--- config.mk ---
export PLATFORM = sky130hd
export DESIGN_NAME = main_rcu
export DESIGN_NICKNAME = d
export VERILOG_FILES = /design/src/hdl/usb_ctrl_pkg.sv /design/src/hdl/addr_collector.sv /design/src/hdl/tx_sequencer.sv /design/src/hdl/transfer_fsm.sv /design/src/hdl/main_rcu.sv
export VERILOG_INCLUDE_DIRS = /design/src /design/src/hdl
export SDC_FILE = /design/constraint.sdc
export NUM_CORES = 1
export LEC_CHECK = 0
export ABC_AREA = 1
export BUFFER_PORTS_ARGS = -buffer_cell sky130_fd_sc_hd__buf_2
export CORE_MARGIN = 1.5
export CORE_UTILIZATION = 50
export DETAILED_ROUTE_END_ITERATION = 10
export GPL_ROUTABILITY_DRIVEN = 0
export PLACE_DENSITY = 0.76
export SETUP_SLACK_MARGIN = 0.02
export SLEW_MARGIN = 20
export SYNTH_ARGS = -nofsm -noshare
export SYNTH_HDL_FRONTEND = slang
export SYNTH_SLANG_ARGS = --single-unit
export TNS_END_PERCENT = 20
--- constraint.sdc ---
create_clock -name clk -period 1.7 [get_ports clk]
set_clock_uncertainty 0.15 [all_clocks]
set_input_delay 0.34 -clock clk [delete_from_list [all_inputs] [get_ports clk]]
set_output_delay 0.34 -clock clk [all_outputs]
set_load 0.05 [all_outputs]
--- src/hdl/usb_ctrl_consts.svh ---
// ------------------------------------------------------------
// widths and counts shared by the flash bridge controller
// include wherever an address or data width is needed
// ------------------------------------------------------------

`ifndef USB_CTRL_CONSTS_SVH
`define USB_CTRL_CONSTS_SVH

// one byte as delivered by the USB decoder
`define USB_DATA_W 8

// flash address arrives as this many bytes, first byte highest
`define USB_ADDR_BYTES 3

// full flash address
`define USB_ADDR_W (`USB_DATA_W * `USB_ADDR_BYTES)

`endif

--- src/hdl/usb_ctrl_pkg.sv ---
// ------------------------------------------------------------
// status codes, instructions, requests and port structs of
// the flash bridge controller; modules take it by import
// ------------------------------------------------------------

`default_nettype none
`include "usb_ctrl_consts.svh"

package usb_ctrl_pkg;

	typedef enum logic [3:0] {
		DEC_NONE       = 4'b0000,
		DEC_DATA_BYTE  = 4'b0010,
		DEC_BYTE_READY = 4'b0011,
		DEC_TOK_READ   = 4'b0101,
		DEC_TOK_WRITE  = 4'b0110,
		DEC_TOK_ERASE  = 4'b0111,
		DEC_ACK_RCVD   = 4'b1000,
		DEC_NAK_RCVD   = 4'b1001,
		DEC_EOP        = 4'b1010
	} dec_status_t;

	typedef enum logic [2:0] {
		ENC_BUSY = 3'b000,
		ENC_IDLE = 3'b001,
		ENC_DONE = 3'b010
	} enc_status_t;

	typedef enum logic [2:0] {
		FL_NONE        = 3'b000,
		FL_WRITE_DONE  = 3'b010,
		FL_FAIL        = 3'b011,
		FL_PACKET_FULL = 3'b100,
		FL_ERASE_OK    = 3'b110
	} flash_status_t;

	typedef enum logic [3:0] {
		ENC_NOP       = 4'b0000,
		ENC_ACK_BAD   = 4'b0011,
		ENC_ACK       = 4'b0110,
		ENC_SEND_DATA = 4'b0111
	} enc_instr_t;

	typedef enum logic [2:0] {
		DEC_NOP    = 3'b000,
		DEC_LISTEN = 3'b001,
		DEC_FLUSH  = 3'b111
	} dec_instr_t;

	typedef enum logic [3:0] {
		REQ_NONE       = 4'b0000,
		REQ_READ       = 4'b0001,
		REQ_WRITE      = 4'b0010,
		REQ_ERASE      = 4'b0011,
		REQ_WRITE_BYTE = 4'b0101,
		REQ_ADDR_LATCH = 4'b0111,
		REQ_FETCH      = 4'b1000
	} flash_req_t;

	typedef enum logic [3:0] {
		ST_IDLE, ST_CMD, ST_TOK_ACK, ST_ADDR,
		ST_ERASE_WAIT, ST_ERASE_ACK, ST_ACK_BAD,
		ST_FETCH, ST_SEND, ST_HOST_WAIT, ST_FLUSH,
		ST_WRITE, ST_WRITE_BYTE, ST_WRITE_END
	} xfer_state_t;

	typedef struct packed {
		dec_status_t           status;
		logic [`USB_DATA_W-1:0] data;
	} usb_rx_t;

	typedef struct packed {
		enc_instr_t instr;
		logic       oe;
	} usb_tx_t;

	typedef struct packed {
		flash_req_t             request;
		logic [`USB_ADDR_W-1:0] address;
		logic                   restart;
	} flash_ctl_t;

endpackage

`default_nettype wire

--- src/hdl/addr_collector.sv ---
// ------------------------------------------------------------
// collects the flash address bytes from the USB decoder and
// drives the latch request for two cycles after each byte
// ------------------------------------------------------------

`timescale 1ns/1ps
`default_nettype none
`include "usb_ctrl_consts.svh"

module addr_collector
	import usb_ctrl_pkg::*;
(
	input  logic                   clk,
	input  logic                   n_rst,
	input  logic                   start,
	input  usb_rx_t                rx,
	input  flash_req_t             base_req,
	output flash_req_t             request,
	output logic [`USB_ADDR_W-1:0] address,
	output logic                   done
);

	localparam int CNT_W = $clog2(`USB_ADDR_BYTES + 1);
	localparam logic [CNT_W-1:0] ADDR_BYTES = CNT_W'(`USB_ADDR_BYTES);

	logic [CNT_W-1:0] bytes_left;
	logic [1:0]       latch_cnt;
	logic             take_byte;

	// a byte only counts outside the latch phase
	assign take_byte = (bytes_left != '0) && (latch_cnt == 2'd0) &&
		(rx.status == DEC_BYTE_READY);

	always_ff @(posedge clk, negedge n_rst) begin
		if (!n_rst) begin
			bytes_left <= '0;
			latch_cnt  <= 2'd0;
		end else if (start) begin
			bytes_left <= ADDR_BYTES;
			latch_cnt  <= 2'd0;
		end else if (take_byte) begin
			bytes_left <= bytes_left - 1'b1;
			latch_cnt  <= 2'd2;
		end else if (latch_cnt != 2'd0) begin
			latch_cnt <= latch_cnt - 1'b1;
		end
	end

	// shift in at the low end so the first byte ends up on top
	always_ff @(posedge clk, negedge n_rst) begin
		if (!n_rst) begin
			address <= '0;
		end else if (take_byte) begin
			address <= {address[`USB_ADDR_W-`USB_DATA_W-1:0], rx.data};
		end
	end

	// flash sees the original command between bytes
	assign request = (latch_cnt != 2'd0) ? REQ_ADDR_LATCH : base_req;

	// second latch cycle of the last byte
	assign done = (latch_cnt == 2'd1) && (bytes_left == '0);

endmodule

`default_nettype wire

--- src/hdl/tx_sequencer.sv ---
// ------------------------------------------------------------
// drives one encoder instruction with output enable from a
// start strobe until the encoder reports idle or done
// ------------------------------------------------------------

`timescale 1ns/1ps
`default_nettype none

module tx_sequencer
	import usb_ctrl_pkg::*;
(
	input  logic        clk,
	input  logic        n_rst,
	input  logic        start,
	input  enc_instr_t  instr,
	input  enc_status_t enc_status,
	output usb_tx_t     tx,
	output logic        done
);

	logic tx_end;

	// end of transmission, only meaningful while enabled
	assign tx_end = tx.oe &&
		((enc_status == ENC_IDLE) || (enc_status == ENC_DONE));

	always_ff @(posedge clk, negedge n_rst) begin
		if (!n_rst) begin
			tx.instr <= ENC_NOP;
			tx.oe    <= 1'b0;
		end else if (start) begin
			tx.instr <= instr;
			tx.oe    <= 1'b1;
		end else if (tx_end) begin
			tx.instr <= ENC_NOP;
			tx.oe    <= 1'b0;
		end
	end

	// lines up with the first cycle of oe low
	always_ff @(posedge clk, negedge n_rst) begin
		if (!n_rst) begin
			done <= 1'b0;
		end else begin
			done <= tx_end;
		end
	end

endmodule

`default_nettype wire

--- src/hdl/transfer_fsm.sv ---
// ------------------------------------------------------------
// transaction FSM of the flash bridge: token, acknowledge,
// address, then the read, write or erase data phase
// ------------------------------------------------------------

`timescale 1ns/1ps
`default_nettype none

module transfer_fsm
	import usb_ctrl_pkg::*;
(
	input  logic          clk,
	input  logic          n_rst,
	input  usb_rx_t       rx,
	input  flash_status_t flash_status,
	input  logic          addr_done,
	input  logic          tx_done,
	output logic          addr_start,
	output logic          tx_start,
	output enc_instr_t    tx_instr,
	output flash_req_t    base_req,
	output dec_instr_t    dec_instr,
	output logic          restart
);

	xfer_state_t state;
	xfer_state_t next_state;
	flash_req_t  cmd;
	flash_req_t  next_cmd;

	always_ff @(posedge clk, negedge n_rst) begin
		if (!n_rst) begin
			state <= ST_IDLE;
			cmd   <= REQ_NONE;
		end else begin
			state <= next_state;
			cmd   <= next_cmd;
		end
	end

	always_comb begin
		next_state = state;
		next_cmd   = cmd;
		addr_start = 1'b0;
		tx_start   = 1'b0;
		tx_instr   = ENC_NOP;
		case (state)
			ST_IDLE: begin
				next_state = ST_CMD;
				case (rx.status)
					DEC_TOK_READ:  next_cmd = REQ_READ;
					DEC_TOK_WRITE: next_cmd = REQ_WRITE;
					DEC_TOK_ERASE: next_cmd = REQ_ERASE;
					default:       next_state = ST_IDLE;
				endcase
			end
			ST_CMD: begin
				if (rx.status == DEC_EOP) begin
					tx_start   = 1'b1;
					tx_instr   = ENC_ACK;
					next_state = ST_TOK_ACK;
				end
			end
			ST_TOK_ACK: begin
				if (tx_done) begin
					addr_start = 1'b1;
					next_state = ST_ADDR;
				end
			end
			ST_ADDR: begin
				if (addr_done) begin
					case (cmd)
						REQ_READ:  next_state = ST_FETCH;
						REQ_WRITE: next_state = ST_WRITE;
						default:   next_state = ST_ERASE_WAIT;
					endcase
				end
			end
			ST_ERASE_WAIT: begin
				if (flash_status == FL_ERASE_OK) begin
					tx_start   = 1'b1;
					tx_instr   = ENC_ACK;
					next_state = ST_ERASE_ACK;
				end else if (flash_status == FL_FAIL) begin
					tx_start   = 1'b1;
					tx_instr   = ENC_ACK_BAD;
					next_state = ST_ACK_BAD;
				end
			end
			ST_ERASE_ACK, ST_ACK_BAD: begin
				if (tx_done) begin
					next_state = ST_IDLE;
				end
			end
			ST_FETCH: begin
				if (flash_status == FL_PACKET_FULL) begin
					tx_start   = 1'b1;
					tx_instr   = ENC_SEND_DATA;
					next_state = ST_SEND;
				end
			end
			ST_SEND: begin
				if (tx_done) begin
					next_state = ST_HOST_WAIT;
				end
			end
			ST_HOST_WAIT: begin
				if (rx.status == DEC_ACK_RCVD) begin
					next_state = ST_FLUSH;
				end else if (rx.status == DEC_NAK_RCVD) begin
					next_state = ST_IDLE;
				end
			end
			ST_FLUSH: next_state = ST_IDLE;
			// a data byte during the byte cycle keeps the request up
			ST_WRITE, ST_WRITE_BYTE: begin
				if (flash_status == FL_WRITE_DONE) begin
					next_state = ST_WRITE_END;
				end else if (flash_status == FL_FAIL) begin
					tx_start   = 1'b1;
					tx_instr   = ENC_ACK_BAD;
					next_state = ST_ACK_BAD;
				end else if (rx.status == DEC_DATA_BYTE) begin
					next_state = ST_WRITE_BYTE;
				end else begin
					next_state = ST_WRITE;
				end
			end
			ST_WRITE_END: next_state = ST_IDLE;
			default: next_state = ST_IDLE;
		endcase
	end

	// request and decoder instruction follow the state
	always_comb begin
		base_req  = REQ_NONE;
		dec_instr = DEC_NOP;
		case (state)
			ST_CMD, ST_TOK_ACK, ST_ADDR, ST_ERASE_WAIT: base_req = cmd;
			ST_FETCH: base_req = REQ_FETCH;
			ST_FLUSH: dec_instr = DEC_FLUSH;
			ST_WRITE: begin
				base_req  = REQ_WRITE;
				dec_instr = DEC_LISTEN;
			end
			ST_WRITE_BYTE: begin
				base_req  = REQ_WRITE_BYTE;
				dec_instr = DEC_LISTEN;
			end
			default: base_req = REQ_NONE;
		endcase
	end

	// erase-good ends on the acknowledge, write on the cycle after done
	assign restart = (state == ST_WRITE_END) ||
		((state == ST_ERASE_ACK) && tx_done);

endmodule

`default_nettype wire

--- src/hdl/main_rcu.sv ---
// ------------------------------------------------------------
// main controller of the USB flash bridge, ties the transfer
// FSM to the address and transmit engines
// ------------------------------------------------------------

`timescale 1ns/1ps
`default_nettype none
`include "usb_ctrl_consts.svh"

module main_rcu
	import usb_ctrl_pkg::*;
(
	input  logic          clk,
	input  logic          n_rst,
	input  usb_rx_t       rx,
	input  enc_status_t   enc_status,
	input  flash_status_t flash_status,
	output usb_tx_t       tx,
	output dec_instr_t    dec_instr,
	output flash_ctl_t    flash
);

	logic                   addr_start;
	logic                   addr_done;
	logic                   tx_start;
	logic                   tx_done;
	logic                   restart;
	enc_instr_t             tx_instr;
	flash_req_t             base_req;
	flash_req_t             flash_req;
	logic [`USB_ADDR_W-1:0] flash_addr;

	transfer_fsm u_fsm (
		.clk         (clk),
		.n_rst       (n_rst),
		.rx          (rx),
		.flash_status(flash_status),
		.addr_done   (addr_done),
		.tx_done     (tx_done),
		.addr_start  (addr_start),
		.tx_start    (tx_start),
		.tx_instr    (tx_instr),
		.base_req    (base_req),
		.dec_instr   (dec_instr),
		.restart     (restart)
	);

	addr_collector u_addr (
		.clk     (clk),
		.n_rst   (n_rst),
		.start   (addr_start),
		.rx      (rx),
		.base_req(base_req),
		.request (flash_req),
		.address (flash_addr),
		.done    (addr_done)
	);

	tx_sequencer u_tx (
		.clk       (clk),
		.n_rst     (n_rst),
		.start     (tx_start),
		.instr     (tx_instr),
		.enc_status(enc_status),
		.tx        (tx),
		.done      (tx_done)
	);

	assign flash = '{request: flash_req, address: flash_addr, restart: restart};

endmodule

`default_nettype wire

## Yosys cells after proc, flatten, opt, wreduce, memory -nomap -nowiden

Index checks and enable logic that the tools add are counted.

| storage, ports and cells | value |
|---|---|
| register bits | 42 |
| output and inout bits | 37 |

| cells by class | value |
|---|---|
| $add $sub $neg | 2 |
| eq/ne operators | 38 |
| multiplexer cells | 41 |
| reduce and logical (&&, ||, !) cells | 22 |

Operators with widths:

| kind | number |
|---|---|
| $mux 4 | 14 |
| $pmux 4 s10 | 1 |
| $eq 4x4->1 const B | 9 |
| $pmux 4 s4 | 2 |
| $eq 4x3->1 const B | 7 |
| $eq 4x2->1 const B | 5 |
| $mux 2 | 7 |
| $pmux 4 s3 | 1 |
| $mux 5 | 2 |
| $ne 2x1->1 const B | 5 |
| $eq 3x2->1 const B | 3 |
| $mux 3 | 3 |
| $eq 4x1->1 const B | 2 |
| $mux 1 | 8 |
| $pmux 4 s2 | 1 |
| $reduce_and 8->1 | 1 |
| $reduce_bool 2->1 | 4 |
| $eq 3x3->1 const B | 2 |
| $ne 3x1->1 const B | 2 |
| $pmux 3 s2 | 1 |
| $reduce_bool 3->1 | 2 |
| $logic_and 1x1->1 | 5 |
| $logic_not 2->1 | 2 |
| $logic_not 4->1 | 1 |
| other kinds (10) | 13 |

## Depth between registers and ports, before layout

| logic depth | value |
|---|---|
| word-level depth | 5 |
| gate-level depth with buffers | 9 |
| gate-level depth less buffers | 9 |

## Hierarchy

Synthesis repeated with hierarchy kept, for this count alone.

| second synthesis, totals | value |
|---|---|
| cells, all modules | 323 |
| area total of the unflattened synthesis | 2404.8 µm² |

Modules (own cells, without submodules):

| module | instances | cells an instance | area an instance (µm²) | seq. area each (µm²) |
|---|---|---|---|---|
| addr_collector | 1 | 134 | 1298.7 | 700.7 |
| transfer_fsm | 1 | 159 | 848.3 | 150.1 |
| tx_sequencer | 1 | 29 | 250.2 | 150.1 |
| main_rcu | 1 | 1 | 7.5 | 0.0 |

## Least setup slack after synthesis

No wires, ideal clock.

| timing | value |
|---|---|
| path kind | register to output |
| from | register u_fsm.state[2] |
| to | output port dec_instr[0] |
| arrival | 2.145 ns |
| required time | 1.210 ns |
| slack | -0.935 ns |
| cell stages (with the launch flop) | 5 |
| cell sequence | dfrtp_1 -> inv_2 -> nand2_1 -> nor3_1 -> or2_2 |

| on the way | value |
|---|---|
| cells in the longest elaborated chain, start to end | 3 |
| elaborated cells on any way between the ends | 5 |
| classes of those cells | eq/ne: 3; mux: 1; reduce/logical: 1 |

Ends and longest elaborated chain:

| what | RTL line | text |
|---|---|---|
| start: declaration | transfer_fsm.sv:26 | `xfer_state_t state;` |
| start signal: assignment | transfer_fsm.sv:36 | `state <= next_state;` |
| $eq 4x4->1 | transfer_fsm.sv:138 | `case (state)` |
| $reduce_or 2->1 (no line) | - |  |
| $pmux 3 s2 * | transfer_fsm.sv:138 |  |
| end: declaration | main_rcu.sv:19 | `output dec_instr_t dec_instr,` |

Every way passes the cells marked *; elsewhere a longest branch is shown, timed or not.

## Worst setup path after layout

| timing | value |
|---|---|
| from | register u_fsm.state[1] |
| to | output port dec_instr[0] |

Same word-level chain as after synthesis.

==> summary.txt <==
Run status
  – Outcome: complete, but fails checks
  – Failing checks: negative setup slack

Cells and area
  – Layout cell share with drive strength beyond 1: 36.36%
  – Area of the multi-input gates: 0.001190 sq mm
  – P&R area growth vs syn: 35.93%
  – Final net count: 409
  – Number of fill cells: 318
  – Register Area: 980.9 sq um
  – Antenna Cells: 0

CTS
  – Sink Count: 39
  – Clk_lat worst skew: 290 ps
  – Clk buf depth: 2
  – CTS Buf Count: 5
  – CTS tree: yes
  – CTS root buf: clkbuf_8
  – Worst-path clk slew: 80 ps
  – H-tree Lvls: 2

Die
  – Die area: 0.004772 sq mm
  – Die W: 69.08 microns
  – Row count: 23
  – IO Count: 57
  – Core footprint: 0.004086 sq mm
  – Initial core utilization: 53.43%
  – Chip Height: 69.08 microns

Power
  – Cell area power density: 1352 mW/mm^2
  – Leak: 1.701 nW
  – Peak supply drop: 0.001205 V

Synthesis
  – Largest cells by area after synthesis: dfrtp_1, nand2_1, nand3_1, inv_1, nor2_1
  – Post-synth EDFFs: 0
  – Count leader, synth: nand2_1
  – Synth cell count leaders: nand2_1, dfrtp_1, nand3_1, inv_1, nor2_1
  – Top FF cell, synth: dfrtp_1
  – Yosys top cell area share: 44.70%
  – Syn Std Cell Area: 0.002183 sq mm
  – Synth cell types: 27
  – Syn avg cell area: 7.112 sq um
  – Share of flip-flops with an asynchronous set or reset: 100.0%
  – Share of the yosys chip area belonging to registers: 44.70%
  – Syn Inst Count: 307
  – YS warnings: 0
  – Post-synthesis register bit count: 39
  – Syn Nets: 332
  – Biggest area consumer among synthesized cells: dfrtp_1

Worst setup path
  – CP endpoint kind: primary output
  – Crit path kind: flop to primary output
  – Most frequent CP cell: nand2_2
  – Worst reg2reg setup slack: -190 ps
  – Setup crit end: dec_instr[0]
  – Slowest-stage cell, CP: dfrtp_2
  – Critical path peak fanout: 5
  – Slowest stage delay, CP: 480 ps
  – Crit path depth: 6
  – Critical Path Start: u_fsm.state[1]
  – Critical Path Source Type: flop
  – Worst Path Buf+Inv: 2
  – Worst-case reg-to-reg path depth: 12
  – Worst r2r src: u_fsm.state[1]
  – Required @ worst endpoint: 1210 ps
  – Crit-path cells: nand2_2 > inv_2 > nand2_2 > nand2_2 > or2_4 > buf_8
  – CP top delay family: simple AND/OR/NAND/NOR gates
  – CP arrival: 1470 ps
  – Reg-to-Reg End: u_fsm.state[3]

Detailed routing
  – Final routed DRC violation total: 0
  – DR WL met2: 2.986 mm
  – 1st-iter DRT viols: 266
  – DR WL/cell: 13.44 microns
  – Routed vias/inst: 5.267
  – Met3 wire length: 399 microns
  – Metal1 wirelength: 2.303 mm
  – Routed Antenna Nets: 0
  – Max Used Layer: met4
  – Drt first pass iters: 4
  – DR vias: 2291
  – WL final: 5.845 mm

Global routing
  – Vias in the first global route: 2170
  – Tot GR Track Use: 24.23%
  – Antenna violations before repair: 0
  – Largest net degree at the start of global routing: 40
  – First-pass GRT wire length: 9.528 mm
  – Total congestion overflow: 0

Hold path
  – Hold Crit Class: input pin to flop
  – Hold_sp: rx[3]

STA
  – Setup TNS: -2722 ps
  – Max-slew violations: 0
  – Peak Freq: 510.2 MHz
  – Final period util: 115.3%
  – Final worst slack: -260.0 ps
  – Final Hold Viols: 0
  – Min Tclk post-route: 1960 ps
  – # setup viols final: 16
  – RSZ-0062 raised after global routing: true

Place
  – I/O Buffers: 55
  – Setup WS pre-CTS: -42.11 ps
  – Post-detail-place hpwl: 3.920 mm

Run
  – Max Cap Viol: 0
[routing by layer]
layer / up-vias / GRT usage [%]
li1: 1105 / -
met1: 1062 / 30.06
met2: 105 / 41.03
met3: 19 / 5.994
met4: 0 / 8.497
met5: - / 0
[registers in the layout, indices dropped and copies added (netlist names)]
name               cells
u_addr.latch_cnt       2
u_fsm.cmd              2
u_tx.tx                4
u_fsm.state            4
u_tx.done              1
u_addr.bytes_left      2
u_addr.address        24
[how the worst min path moves through the flow]
stage	slack, ps	end	cells after the start
floorplan	-110	u_addr.address[0]	0
global placement	180	u_fsm.state[0]	2
detailed placement	180	u_fsm.state[2]	2
CTS	90	u_addr.address[2]	3
global route	80	u_addr.address[2]	3
finish	90	u_addr.address[3]	3
[per-stage QoR]
| step | util (%) | std cells | hold WS, ps | instance area, sq um | total power [mW] |
|---|---|---|---|---|---|
| after floorplan | - | 307 | -105.6 | 2202 | 2.670 |
| after global placement | 63.99 | 417 | 175.7 | 2615 | 3.080 |
| after detailed placement | 63.99 | 417 | 176.8 | 2615 | 3.121 |
| after CTS | 70.61 | 431 | 86.83 | 2885 | 4.018 |
| after global routing | 72.63 | 435 | 83.49 | 2968 | 4.226 |
| final | 72.63 | 435 | 90.94 | 2968 | 4.013 |
[power breakdown]
part	leakage [nW]	internal, mW	total, mW	switching, mW
clock network	0.0581	0.437	0.776	0.339
logic	1.14	0.501	1.86	1.36
registers	0.506	1.19	1.37	0.182
[logic make-up (layout without fill, tap and decap cells)]
kind of cell	Yosys count	count (layout)	synth area share, %
simple gates	214	214	42.06
flops	39	39	44.70
buf+inv	34	112	6.475
compound gates	14	14	3.725
fa+ha+maj	5	5	2.865
other cells	1	1	0.1718
[area by class of cell]
class	instances	area share [%]
inverters	27	3.499
repair buffers	77	17.45
clock inverters	3	1.476
multi-input cells	234	40.09
well taps	50	2.108
flip-flops and latches	39	33.05
clock buffers	5	2.319
[placed cells by master (no fill, tap or decap), types with 2 or more instances in the layout]
cell type / Yosys / routed
a21oi_1: 2 / 2
buf_12: 0 / 2
buf_2: 2 / 47
buf_4: 3 / 20
buf_6: 0 / 4
buf_8: 0 / 2
clkbuf_8: 0 / 5
dfrtp_1: 39 / 35
dfrtp_2: 0 / 4
ha_1: 5 / 4
inv_1: 23 / 20
inv_2: 4 / 6
nand2_1: 141 / 132
nand2_2: 6 / 12
nand2_4: 0 / 3
nand3_1: 24 / 15
nand3_2: 2 / 11
nor2_1: 23 / 21
nor2_2: 10 / 10
nor2_4: 1 / 3
nor3_2: 2 / 2
o21ai_0: 6 / 6
o21ai_1: 2 / 2
[repair_timing]
action                                 4_1_cts  5_1_grt
gates resized for setup                     37       12
setup endpoints to repair                    9       18
hold buffers                                 1        0
buffers inserted                             5        4
pin swaps                                    8        6
endpoints found under the hold margin       39        0
gates cloned                                 0        0
[worst reg2reg max path, cell delays in order, from the launching register on]
cell	delay, ps
dfrtp_2	480
nand2_2	120
inv_2	50
nand2_2	80
nand2_2	60
buf_4	130
buf_4	120
buf_4	120
buf_6	130
nand2_1	70
nand3_1	100
nand3_1	110
nand2_1	50
No activity file was read; power rests on OpenSTA's default activity.
